### src/hw/lsu_defs.svh
`ifndef LSU_DEFS_SVH
`define LSU_DEFS_SVH

// MIPS primary opcodes of the memory instructions.
`define OP_LB   6'h20
`define OP_LH   6'h21
`define OP_LW   6'h23
`define OP_LBU  6'h24
`define OP_LHU  6'h25
`define OP_SB   6'h28
`define OP_SH   6'h29
`define OP_SW   6'h2B

// Bit positions in the 8-bit exception vector.
`define EXC_ADES 0
`define EXC_ADEL 1
`define EXC_BUS  2

// A bus cycle without ack is abandoned after this many cycles.
`define LSU_BUS_TIMEOUT 16
`define LSU_TIMER_W     5

`define LSU_ADDR_W 32

`endif
### src/hw/lsu_pkg.sv
`include "lsu_defs.svh"

package lsu_pkg;

    typedef logic [31:0]              word_t;
    typedef logic [`LSU_ADDR_W-1:0]   addr_t;
    typedef logic [3:0]               be_t;      // One bit per byte lane.
    typedef logic [5:0]               opcode_t;
    typedef logic [7:0]               except_t;

    // Request as held by the bus FSM for the duration of one access.
    typedef struct packed {
        opcode_t op;
        addr_t   addr;
        word_t   wdata;
        except_t except_in;
    } lsu_req_t;

    typedef enum logic [1:0] {
        IDLE,
        ACCESS,
        RESP
    } bus_state_e;

endpackage

### src/hw/mem_req_if.sv
`timescale 1ns/1ps

interface mem_req_if;

    logic           en;      // Valid aligned access requested.
    lsu_pkg::be_t   wen;     // All zero for a read.
    lsu_pkg::addr_t addr;    // Word-aligned address.
    lsu_pkg::word_t wdata;   // Store data replicated over the lanes.
    lsu_pkg::word_t rdata;   // Raw bus word captured on ack.

    modport fmt (
        output en,
        output wen,
        output addr,
        output wdata,
        input  rdata
    );

    modport bus (
        input  en,
        input  wen,
        input  addr,
        input  wdata,
        output rdata
    );

endinterface

### src/hw/lsu_top.sv
`timescale 1ns/1ps

module lsu_top (
    input  logic             clk,
    input  logic             rst,
    input  logic             req_valid,
    input  lsu_pkg::opcode_t req_op,
    input  lsu_pkg::addr_t   req_addr,
    input  lsu_pkg::word_t   req_wdata,
    input  lsu_pkg::except_t req_except,
    output logic             busy,
    output logic             resp_valid,
    output lsu_pkg::word_t   resp_rdata,
    output lsu_pkg::except_t resp_except,
    output logic             wb_cyc,
    output logic             wb_stb,
    output logic             wb_we,
    output lsu_pkg::be_t     wb_sel,
    output lsu_pkg::addr_t   wb_adr,
    output lsu_pkg::word_t   wb_dat_w,
    input  lsu_pkg::word_t   wb_dat_r,
    input  logic             wb_ack,
    input  logic             wb_err
);

    lsu_pkg::lsu_req_t req;
    lsu_pkg::except_t  mem_except;
    logic              timer_run;
    logic              timer_expired;

    mem_req_if mem_bus ();

    mem_access u_mem_access (
        .clk        (clk),
        .rst        (rst),
        .req        (req),
        .mem        (mem_bus.fmt),
        .mem_rdata  (resp_rdata),
        .mem_except (mem_except)
    );

    wb_master_fsm u_wb_master_fsm (
        .clk           (clk),
        .rst           (rst),
        .req_valid     (req_valid),
        .req_op        (req_op),
        .req_addr      (req_addr),
        .req_wdata     (req_wdata),
        .req_except    (req_except),
        .busy          (busy),
        .resp_valid    (resp_valid),
        .resp_except   (resp_except),
        .req           (req),
        .mem           (mem_bus.bus),
        .fmt_except    (mem_except),
        .timer_run     (timer_run),
        .timer_expired (timer_expired),
        .wb_cyc        (wb_cyc),
        .wb_stb        (wb_stb),
        .wb_we         (wb_we),
        .wb_sel        (wb_sel),
        .wb_adr        (wb_adr),
        .wb_dat_w      (wb_dat_w),
        .wb_dat_r      (wb_dat_r),
        .wb_ack        (wb_ack),
        .wb_err        (wb_err)
    );

    bus_timeout_timer u_bus_timeout_timer (
        .clk     (clk),
        .rst     (rst),
        .run     (timer_run),
        .expired (timer_expired)
    );

endmodule

### src/hw/bus_timeout_timer.sv
`timescale 1ns/1ps
`include "lsu_defs.svh"

module bus_timeout_timer (
    input  logic clk,
    input  logic rst,
    input  logic run,
    output logic expired
);

    logic [`LSU_TIMER_W-1:0] count;

    // The counter restarts from zero for every bus cycle.
    always_ff @(posedge clk) begin
        if (rst || !run) begin
            count <= '0;
        end else if (!expired) begin
            count <= count + 1'b1;
        end
    end

    assign expired = run && (count == `LSU_TIMER_W'(`LSU_BUS_TIMEOUT - 1));

    a_count_in_range: assert property (
        @(posedge clk) disable iff (rst)
        count <= `LSU_TIMER_W'(`LSU_BUS_TIMEOUT - 1)
    );

endmodule

### src/hw/wb_master_fsm.sv
`timescale 1ns/1ps
`include "lsu_defs.svh"

module wb_master_fsm (
    input  logic              clk,
    input  logic              rst,
    input  logic              req_valid,
    input  lsu_pkg::opcode_t  req_op,
    input  lsu_pkg::addr_t    req_addr,
    input  lsu_pkg::word_t    req_wdata,
    input  lsu_pkg::except_t  req_except,
    output logic              busy,
    output logic              resp_valid,
    output lsu_pkg::except_t  resp_except,
    output lsu_pkg::lsu_req_t req,
    mem_req_if.bus            mem,
    input  lsu_pkg::except_t  fmt_except,
    output logic              timer_run,
    input  logic              timer_expired,
    output logic              wb_cyc,
    output logic              wb_stb,
    output logic              wb_we,
    output lsu_pkg::be_t      wb_sel,
    output lsu_pkg::addr_t    wb_adr,
    output lsu_pkg::word_t    wb_dat_w,
    input  lsu_pkg::word_t    wb_dat_r,
    input  logic              wb_ack,
    input  logic              wb_err
);

    lsu_pkg::bus_state_e state;
    lsu_pkg::bus_state_e state_next;
    logic                accept;
    logic                bus_done;
    logic                bus_fail;
    logic                bus_fail_q;
    lsu_pkg::word_t      rdata_q;

    assign busy       = (state != lsu_pkg::IDLE);
    assign resp_valid = (state == lsu_pkg::RESP);
    assign accept     = req_valid && !busy;

    // The bus cycle is open only while the formatted request is valid.
    assign wb_cyc   = (state == lsu_pkg::ACCESS) && mem.en;
    assign wb_stb   = wb_cyc;
    assign wb_we    = wb_cyc && (|mem.wen);
    assign wb_sel   = (|mem.wen) ? mem.wen : 4'b1111;  // Reads fetch the whole word.
    assign wb_adr   = mem.addr;
    assign wb_dat_w = mem.wdata;

    assign timer_run = wb_cyc;
    assign bus_done  = wb_cyc && (wb_ack || wb_err || timer_expired);
    assign bus_fail  = wb_err || (timer_expired && !wb_ack);

    always_comb begin
        state_next = state;
        case (state)
            lsu_pkg::IDLE: begin
                if (accept) begin
                    state_next = lsu_pkg::ACCESS;
                end
            end
            lsu_pkg::ACCESS: begin
                if (!mem.en || bus_done) begin
                    state_next = lsu_pkg::RESP;
                end
            end
            lsu_pkg::RESP: begin
                state_next = lsu_pkg::IDLE;
            end
            default: begin
                state_next = lsu_pkg::IDLE;
            end
        endcase
    end

    always_ff @(posedge clk) begin
        if (rst) begin
            state      <= lsu_pkg::IDLE;
            bus_fail_q <= 1'b0;
        end else begin
            state <= state_next;
            if (accept) begin
                bus_fail_q <= 1'b0;
            end else if (bus_done) begin
                bus_fail_q <= bus_fail;
            end
        end
    end

    always_ff @(posedge clk) begin
        if (accept) begin
            req.op        <= req_op;
            req.addr      <= req_addr;
            req.wdata     <= req_wdata;
            req.except_in <= req_except;
            rdata_q       <= '0;  // Loads without a bus cycle read as zero.
        end else if (wb_cyc && wb_ack) begin
            rdata_q <= wb_dat_r;
        end
    end

    assign mem.rdata = rdata_q;

    always_comb begin
        resp_except           = fmt_except;
        resp_except[`EXC_BUS] = fmt_except[`EXC_BUS] | bus_fail_q;
    end

    // A classic cycle stays open until ack, err or expiry ends it.
    a_cyc_held: assert property (
        @(posedge clk) disable iff (rst)
        (wb_cyc && !bus_done) |=> wb_cyc
    );

    a_req_stable: assert property (
        @(posedge clk) disable iff (rst)
        (wb_cyc && !bus_done) |=> $stable({wb_we, wb_sel, wb_adr, wb_dat_w})
    );

endmodule

### src/hw/mem_access.sv
`timescale 1ns/1ps
`include "lsu_defs.svh"

module mem_access (
    input  logic              clk,
    input  logic              rst,
    input  lsu_pkg::lsu_req_t req,
    mem_req_if.fmt            mem,
    output lsu_pkg::word_t    mem_rdata,
    output lsu_pkg::except_t  mem_except
);

    logic             is_load;
    logic             is_store;
    logic             adel;
    logic             ades;
    lsu_pkg::be_t     lane_be;
    lsu_pkg::word_t   lane_wdata;
    lsu_pkg::word_t   load_word;

    // Opcode decode and alignment checks.
    always_comb begin
        is_load  = 1'b0;
        is_store = 1'b0;
        adel     = 1'b0;
        ades     = 1'b0;
        case (req.op)
            `OP_LB, `OP_LBU: begin
                is_load = 1'b1;
            end
            `OP_LH, `OP_LHU: begin
                is_load = 1'b1;
                adel    = req.addr[0];
            end
            `OP_LW: begin
                is_load = 1'b1;
                adel    = |req.addr[1:0];
            end
            `OP_SB: begin
                is_store = 1'b1;
            end
            `OP_SH: begin
                is_store = 1'b1;
                ades     = req.addr[0];
            end
            `OP_SW: begin
                is_store = 1'b1;
                ades     = |req.addr[1:0];
            end
            default: begin
            end
        endcase
    end

    // Upstream exception bits are kept and the address errors are added.
    always_comb begin
        mem_except            = req.except_in;
        mem_except[`EXC_ADEL] = req.except_in[`EXC_ADEL] | adel;
        mem_except[`EXC_ADES] = req.except_in[`EXC_ADES] | ades;
    end

    assign mem.en = (is_load || is_store) && !(|mem_except);

    // Store lanes, little-endian.
    always_comb begin
        lane_be    = 4'b0000;
        lane_wdata = req.wdata;
        case (req.op)
            `OP_SB: begin
                lane_be    = 4'b0001 << req.addr[1:0];
                lane_wdata = {4{req.wdata[7:0]}};
            end
            `OP_SH: begin
                lane_be    = req.addr[1] ? 4'b1100 : 4'b0011;
                lane_wdata = {2{req.wdata[15:0]}};
            end
            `OP_SW: begin
                lane_be    = 4'b1111;
            end
            default: begin
            end
        endcase
    end

    assign mem.wen   = mem.en ? lane_be : 4'b0000;
    assign mem.wdata = lane_wdata;
    assign mem.addr  = {req.addr[`LSU_ADDR_W-1:2], 2'b00};

    // The addressed lane is moved down to bit 0 before extension.
    assign load_word = mem.rdata >> {req.addr[1:0], 3'b000};

    always_comb begin
        mem_rdata = '0;
        if (!adel) begin
            case (req.op)
                `OP_LB:  mem_rdata = {{24{load_word[7]}}, load_word[7:0]};
                `OP_LBU: mem_rdata = {24'h000000, load_word[7:0]};
                `OP_LH:  mem_rdata = {{16{load_word[15]}}, load_word[15:0]};
                `OP_LHU: mem_rdata = {16'h0000, load_word[15:0]};
                `OP_LW:  mem_rdata = load_word;
                default: mem_rdata = '0;
            endcase
        end
    end

    // A flagged access must never reach the bus.
    a_no_en_with_except: assert property (
        @(posedge clk) disable iff (rst)
        mem.en |-> (req.except_in == '0)
                   && !(req.op inside {`OP_LW, `OP_SW} && req.addr[1:0] != 2'b00)
                   && !(req.op inside {`OP_LH, `OP_LHU, `OP_SH} && req.addr[0])
    );

    a_wen_only_on_store: assert property (
        @(posedge clk) disable iff (rst)
        (|mem.wen) |-> is_store
    );

endmodule

### config.mk
export PLATFORM = sky130hd
export DESIGN_NAME = lsu_top
export DESIGN_NICKNAME = d
export VERILOG_FILES = /design/src/hw/lsu_pkg.sv /design/src/hw/mem_req_if.sv /design/src/hw/lsu_top.sv /design/src/hw/bus_timeout_timer.sv /design/src/hw/wb_master_fsm.sv /design/src/hw/mem_access.sv
export VERILOG_INCLUDE_DIRS = /design/src /design/src/hw
export SDC_FILE = /design/constraint.sdc
export NUM_CORES = 1
export LEC_CHECK = 0
export ABC_CLOCK_PERIOD_IN_PS = 5250
export BUFFER_PORTS_ARGS = -buffer_cell sky130_fd_sc_hd__buf_2
export CELL_PAD_IN_SITES_DETAIL_PLACEMENT = 1
export CELL_PAD_IN_SITES_GLOBAL_PLACEMENT = 1
export CORE_UTILIZATION = 37
export CTS_CLUSTER_DIAMETER = 150
export DETAILED_ROUTE_END_ITERATION = 10
export GPL_TIMING_DRIVEN = 0
export PLACE_DENSITY = 0.9
export SLEW_MARGIN = 10
export SYNTH_ARGS = -nofsm -noshare
export SYNTH_HDL_FRONTEND = slang
export SYNTH_SLANG_ARGS = --single-unit
### constraint.sdc
create_clock -name clk -period 5.25 [get_ports clk]
set_clock_uncertainty 0.15 [all_clocks]
set_input_delay 0.525 -clock clk [delete_from_list [all_inputs] [get_ports clk]]
set_output_delay 0.525 -clock clk [all_outputs]
set_load 0.1 [all_outputs]
### Word-level counts from Yosys, hierarchy flattened

Cells that the tools add are included.

| operators by class | value |
|---|---|
| reduce and logical (&&, ||, !) cells | 29 |
| shift-type cells | 2 |
| bitwise logic cells | 3 |
| equal/unequal tests | 13 |
| $add $sub $neg | 1 |
| mux-type cells | 14 |

Operators by type and width:

| operator | count |
|---|---|
| 32-bit case mux with 5 select lines | 1 |
| 32-bit case mux with 2 select lines | 1 |
| 6-bit == test, second input constant | 8 |
| 32-bit 2-to-1 mux | 1 |
| 32-bit by 5-bit right shift with 32-bit output | 1 |
| 4-bit 2-to-1 mux | 3 |
| 4-bit case mux with 3 select lines | 1 |
| 1-bit logical AND | 8 |
| 8-bit OR reduction | 1 |
| 1-bit logical OR | 6 |
| 2-bit OR reduction | 3 |
| 5-bit by 1-bit adder with 5-bit output, second input constant | 1 |
| 5-bit by 4-bit == test with 1-bit output, second input constant | 1 |
| 1-bit logical NOT | 5 |
| 5-bit OR reduction | 1 |
| 2-bit 2-to-1 mux | 2 |
| 1-bit case mux with 2 select lines | 2 |
| 2-bit case mux with 2 select lines | 1 |
| 4-bit OR reduction | 1 |
| 1-bit by 2-bit << shifter with 4-bit output, first input constant | 1 |
| 1-bit OR | 3 |
| 3-bit OR reduction | 1 |
| 2-bit by 1-bit == test with 1-bit output, second input constant | 1 |
| 2-bit == test, second input constant | 1 |
| other kinds (6) | 7 |

| storage, ports and cells | value |
|---|---|
| input bits | 115 |
| word-level logic and storage cells | 70 |
| output and inout bits | 113 |
| register bits | 118 |

### Longest topological paths before layout

| depth | value |
|---|---|
| word-level depth | 14 |
| mapped depth | 8 |
| depth with buffers taken out | 6 |

### Hierarchy

Synthesis repeated with hierarchy kept, for this count alone.

| second synthesis, totals | value |
|---|---|
| cells, all modules | 584 |
| area, all modules | 6202.2 um^2 |

Modules (own cells, without submodules):

| module | cells an instance | area each (um^2) | sequential area each (um^2) | instances |
|---|---|---|---|---|
| wb_master_fsm | 314 | 4200.3 | 3042.9 | 1 |
| mem_access | 245 | 1746.7 | 0.0 | 1 |
| bus_timeout_timer | 25 | 255.2 | 100.1 | 1 |

### Worst setup path before layout

Ideal clock, no wire load.

| timing | value |
|---|---|
| path kind | reg2out |
| start point | reg u_wb_master_fsm.req[75] (netlist name) |
| end point | out resp_rdata[5] |
| stages on the path, launching flop included | 5 |
| path buffers | 1 |
| data required time | 4575 ps |
| setup slack | 839 ps |
| data arrival time | 3736 ps |
| cells stage by stage | edfxtp_1 nor3b_1 o221ai_1 clkbuf_1 a211oi_1 |

| between the ends | value |
|---|---|
| cells in the longest elaborated chain, start to end | 4 |
| elaborated cells between the ends (all ways) | 9 |
| those cells by class | eq/ne: 5; mux: 3; reduce/logical: 1 |

Ends and longest elaborated chain:

| item | RTL line | RTL |
|---|---|---|
| 6-bit == test | mem_access.sv:27, mem_access.sv:95 |  |
| 2-bit OR reduction | mem_access.sv:27 | `case (req.op)` |
| 1-bit case mux with 2 select lines | mem_access.sv:27 |  |
| 32-bit 2-to-1 mux * | mem_access.sv:94 | `if (!adel) begin` |
| end: declaration | lsu_top.sv:13 | `output lsu_pkg::word_t resp_rdata,` |

Mark *: on every way between the ends. The rest lies on a longest branch, timed or not.

### Worst setup path after layout

| timing | value |
|---|---|
| start point | reg u_wb_master_fsm.req[75] (netlist name) |
| end point | out resp_rdata[6] |

| between the ends | value |
|---|---|
| cells in the longest elaborated chain, start to end | 4 |
| elaborated cells between the ends (all ways) | 9 |
| those cells by class | eq/ne: 5; mux: 3; reduce/logical: 1 |

Ends and longest elaborated chain:

| item | RTL line |
|---|---|
| 6-bit == test | mem_access.sv:27, mem_access.sv:95 |
| 2-bit OR reduction | mem_access.sv:27 |
| 1-bit case mux with 2 select lines | mem_access.sv:27 |
| 32-bit 2-to-1 mux * | mem_access.sv:94 |

Marked as above.

==> report_table.html <==
<table>
<tr><th>Metric</th><th>Value</th></tr>
<tr><th colspan="2">Hold path</th></tr>
<tr><td>Min-delay src</td><td>req_addr[21]</td></tr>
<tr><td>Endpoint of the worst hold path</td><td>u_wb_master_fsm.req[61]$_DFFE_PP_</td></tr>
<tr><td>Hold Path Stages</td><td>1</td></tr>
<tr><td>Class of the worst hold path</td><td>primary input to flip-flop</td></tr>
<tr><th colspan="2">Synth</th></tr>
<tr><td>Number of synthesized register bits</td><td>between 100 and 150</td></tr>
<tr><td>Area share of the leading cell type in the synthesized netlist</td><td>around two fifths</td></tr>
<tr><td>Post-Synthesis Cell Area</td><td>~0.0057 mm^2</td></tr>
<tr><td>Number of flops mapped to enable cells by yosys</td><td>78</td></tr>
<tr><td>Main area contributors after synthesis</td><td>edfxtp_1 41%, dfxtp_1 14%, buf_4 6.3%</td></tr>
<tr><td>Number of library cell types mapped by synthesis</td><td>50</td></tr>
<tr><td>Synthesized instance count</td><td>507</td></tr>
<tr><td>Post-synth ARST share</td><td>0%</td></tr>
<tr><td>Most common cell in the synthesized netlist</td><td>edfxtp_1</td></tr>
<tr><td>Average cell area after synthesis</td><td>between 10 and 15 um^2</td></tr>
<tr><td>Top cell type by total area after synthesis</td><td>edfxtp_1</td></tr>
<tr><td>Most instantiated cells after synthesis</td><td>78 x edfxtp_1, 48 x buf_4, 41 x a21oi_1</td></tr>
<tr><td>Fraction of the yosys area taken by sequential cells</td><td>54.9%</td></tr>
<tr><td>Synth warn</td><td>0</td></tr>
<tr><td>Top flip-flop cell by instance count after synthesis</td><td>edfxtp_1</td></tr>
<tr><th colspan="2">STA</th></tr>
<tr><td>Setup repair after global routing missed its margin</td><td>false</td></tr>
<tr><td>Number of endpoints failing setup at the final stage</td><td>0</td></tr>
<tr><td>Final-layout worst hold slack</td><td>approximately 140 ps</td></tr>
<tr><td>Period utilisation layout</td><td>roughly 80%</td></tr>
<tr><td>Fin crit period</td><td>between 4000 and 5000 ps</td></tr>
<tr><td>Final max-slew violation count</td><td>0</td></tr>
<tr><td>Final number of hold-violating endpoints</td><td>0</td></tr>
<tr><td>Total negative slack for setup checks</td><td>0 ps</td></tr>
<tr><td>Worst rel slew slack</td><td>between 30% and 40%</td></tr>
<tr><td>Least-Margin Pin Slew</td><td>992 ps</td></tr>
<tr><td>Achievable Freq</td><td>between 200 and 250 MHz</td></tr>
<tr><th colspan="2">Critical path</th></tr>
<tr><td>Data arrival time of the critical path</td><td>roughly 3400 ps</td></tr>
<tr><td>Worst reg2reg path depth</td><td>4</td></tr>
<tr><td>Crit Reg-Reg Startpoint</td><td>u_wb_master_fsm.state[1]$_SDFFE_PP0P_</td></tr>
<tr><td>Delay contributed by the slowest stage of the critical path</td><td>about 860 ps</td></tr>
<tr><td>Sequence of cells on the critical path</td><td>nor3b_1 &gt; o221ai_1 &gt; clkbuf_1 &gt; a211oi_1 &gt; buf_2</td></tr>
<tr><td>Critical Path Source</td><td>u_wb_master_fsm.req[75]$_DFFE_PP_</td></tr>
<tr><td>Largest fanout on the critical path</td><td>10</td></tr>
<tr><td>Worst r2r dst</td><td>u_wb_master_fsm.req[76]$_DFFE_PP_</td></tr>
<tr><td>Data required time of the worst path</td><td>about 4600 ps</td></tr>
<tr><td>Setup slack, reg-to-reg</td><td>around 2700 ps</td></tr>
<tr><td>Top cell family by delay on the critical path</td><td>simple AND/OR/NAND/NOR gates</td></tr>
<tr><td>Number of buffer and inverter instances along the worst setup path</td><td>2</td></tr>
<tr><td>Worst setup path class</td><td>flip-flop to primary output</td></tr>
<tr><td>Crit end category</td><td>primary output</td></tr>
<tr><td>Library cell contributing the largest single delay on the critical path</td><td>nor3b_1</td></tr>
<tr><td>Type of origin of the critical path</td><td>flip-flop</td></tr>
<tr><th colspan="2">CTS</th></tr>
<tr><td>Postcts setup bufs</td><td>0</td></tr>
<tr><td>Deepest clock path buffer count</td><td>2</td></tr>
<tr><td>PostCTS Resize Cnt</td><td>0</td></tr>
<tr><td>Clock-pin slew on the worst setup and hold paths</td><td>approximately 60 ps</td></tr>
<tr><td>Clock insertion delay at the later pin of the skew report</td><td>slightly above 400 ps</td></tr>
<tr><td>CTS Buf Count</td><td>17</td></tr>
<tr><td>Cell at the root of the clock tree</td><td>clkbuf_16</td></tr>
<tr><td>Sinks on Clock Net</td><td>between 100 and 150</td></tr>
<tr><td># H-tree levels</td><td>4</td></tr>
<tr><td>CTS tree</td><td>done</td></tr>
<tr><td>Number of hold-repair buffers added at the cts stage</td><td>0</td></tr>
<tr><th colspan="2">Detailed routing</th></tr>
<tr><td>Total wire length</td><td>19.1 mm</td></tr>
<tr><td>Drt first-iter violations</td><td>367</td></tr>
<tr><td>Final routed DRC violation total</td><td>0</td></tr>
<tr><td>DR pass1 iterations</td><td>4</td></tr>
<tr><td>Post-route antenna net violation count</td><td>0</td></tr>
<tr><td>Average wire per standard cell</td><td>20.1 um</td></tr>
<tr><td>Detail-routed via count per cell</td><td>around 5.3</td></tr>
<tr><td>Count of vias placed by the detailed router</td><td>5026</td></tr>
<tr><th colspan="2">Power and ir drop</th></tr>
<tr><td>Static leakage</td><td>approximately 3.3 nW</td></tr>
<tr><td>Cell Pwr Density</td><td>351 mW/mm^2</td></tr>
<tr><td>Maximum vdd drop</td><td>between 0.2 and 0.3 mV</td></tr>
<tr><th colspan="2">Place</th></tr>
<tr><td>Gp weighted congestion</td><td>~0.83</td></tr>
<tr><td>Count of port buffers added during placement</td><td>224</td></tr>
<tr><td>HPWL after DPL</td><td>between 10 and 15 mm</td></tr>
<tr><td>Total cell area at the placement stage</td><td>roughly 0.007 mm^2</td></tr>
<tr><th colspan="2">Floorplanning</th></tr>
<tr><td>Starting utilization of the core area</td><td>37.8%</td></tr>
<tr><td>Std-Cell Core Area</td><td>around 0.015 mm^2</td></tr>
<tr><td>Chip Height</td><td>roughly 130 um</td></tr>
<tr><td>Die Span X</td><td>between 100 and 150 um</td></tr>
<tr><td># IOs</td><td>228</td></tr>
<tr><td>Area enclosed by the die boundary</td><td>about 0.016 mm^2</td></tr>
<tr><td>Number of placement rows</td><td>45</td></tr>
<tr><th colspan="2">Finish</th></tr>
<tr><td>Synth-to-layout area growth</td><td>34.4%</td></tr>
<tr><td>Share of layout cells above drive strength 1</td><td>43.7%</td></tr>
<tr><td>Post-layout nets</td><td>around 870</td></tr>
<tr><td>End-of-flow core utilization</td><td>between 50% and 60%</td></tr>
<tr><td>Summed area of non-filler cells in the final layout</td><td>a little under 0.008 mm^2</td></tr>
<tr><th colspan="2">Global route</th></tr>
<tr><td>Initial antenna violation count</td><td>1</td></tr>
<tr><td>Global-route wire length before repair</td><td>a little under 30 mm</td></tr>
<tr><td>Grt ovf</td><td>0</td></tr>
<tr><td>Gr usage total</td><td>between 20% and 30%</td></tr>
<tr><td>Vias in the first global route</td><td>5321</td></tr>
<tr><td>Pin count of the biggest net entering global routing</td><td>54</td></tr>
<tr><th colspan="2">Flow run</th></tr>
<tr><td>Maxcap violations</td><td>0</td></tr>
<tr><th colspan="2">Outcome</th></tr>
<tr><td>Outcome</td><td>finished, final reports clean</td></tr>
</table>
## flip-flops by register name, indices dropped and copies added (netlist names)
register / flops
u_wb_master_fsm.req: 78
u_wb_master_fsm.mem.rdata: 32
u_bus_timeout_timer.count: 5
u_wb_master_fsm.state: 2
u_wb_master_fsm.bus_fail_q: 1
## cell families (layout without fill, tap and decap cells)
group,count (synthesis),after routing,synth area share [%]
buffers and inverters,98,355,9.81
xor gates and xnor gates,3,3,0.459
AOI/OAI and AO/OA,136,136,16.0
and+or+nand+nor,107,107,10.4
muxes,42,42,7.93
adders and majority gates,2,2,0.437
DFF,118,118,54.9
other,1,3,0.0655
## power breakdown
part           switching, W  internal [W]
Clock              0.000439      0.000704
Sequential        0.0000202       0.00104
Combinational      0.000390      0.000109
## per-stage QoR
stage	instances	total power, W	worst slack, ps
floorplan	508	0.00146	839
global placement	920	0.00156	174
detailed placement	921	0.00158	1740
CTS	953	0.00272	1290
global route	954	0.00277	1020
finish	954	0.00270	1140
## how the worst max path moves through the flow
stage | to | slack [ps] | cells after the start
2_1_floorplan | resp_rdata[5] | 840 | 4
3_3_place_gp | u_wb_master_fsm.req[6]$_DFFE_PP_ | 170 | 4
3_5_place_dp | resp_rdata[6] | 1740 | 5
4_1_cts | resp_rdata[6] | 1290 | 5
5_1_grt | resp_rdata[5] | 1020 | 5
6_report | resp_rdata[6] | 1140 | 5
## placed cells by master (no fill, tap or decap), types with 23 or more instances in the layout
cell type and n:
nand4_1 35, o31ai_1 32, clkbuf_1 34, buf_2 229, a21oi_1 41, mux2i_1 24, nand2_1 23, edfxtp_1 78
dfxtp_1 40, buf_4 48
## routing by layer
metal  vias to the layer above  track usage [%]  wire length [um]
met5                         -                0                 0
li1                       2383                -                 -
met3                        49             4.05               852
met1                      2390             29.7              7790
met4                         0             12.3               765
met2                       204             42.6              9730
## final cells by class
class | instances | area, um^2
fill | 1706 | 7450
timing repair buffer | 225 | 1150
sequential | 118 | 3140
inverter | 7 | 26.3
buffer | 91 | 539
clock inverter | 14 | 149
multi-input combinational | 292 | 2020
antenna | 1 | 2.50
tap | 188 | 235
clock buffer | 18 | 429
Note: power is estimated with default switching activity, not from simulation.
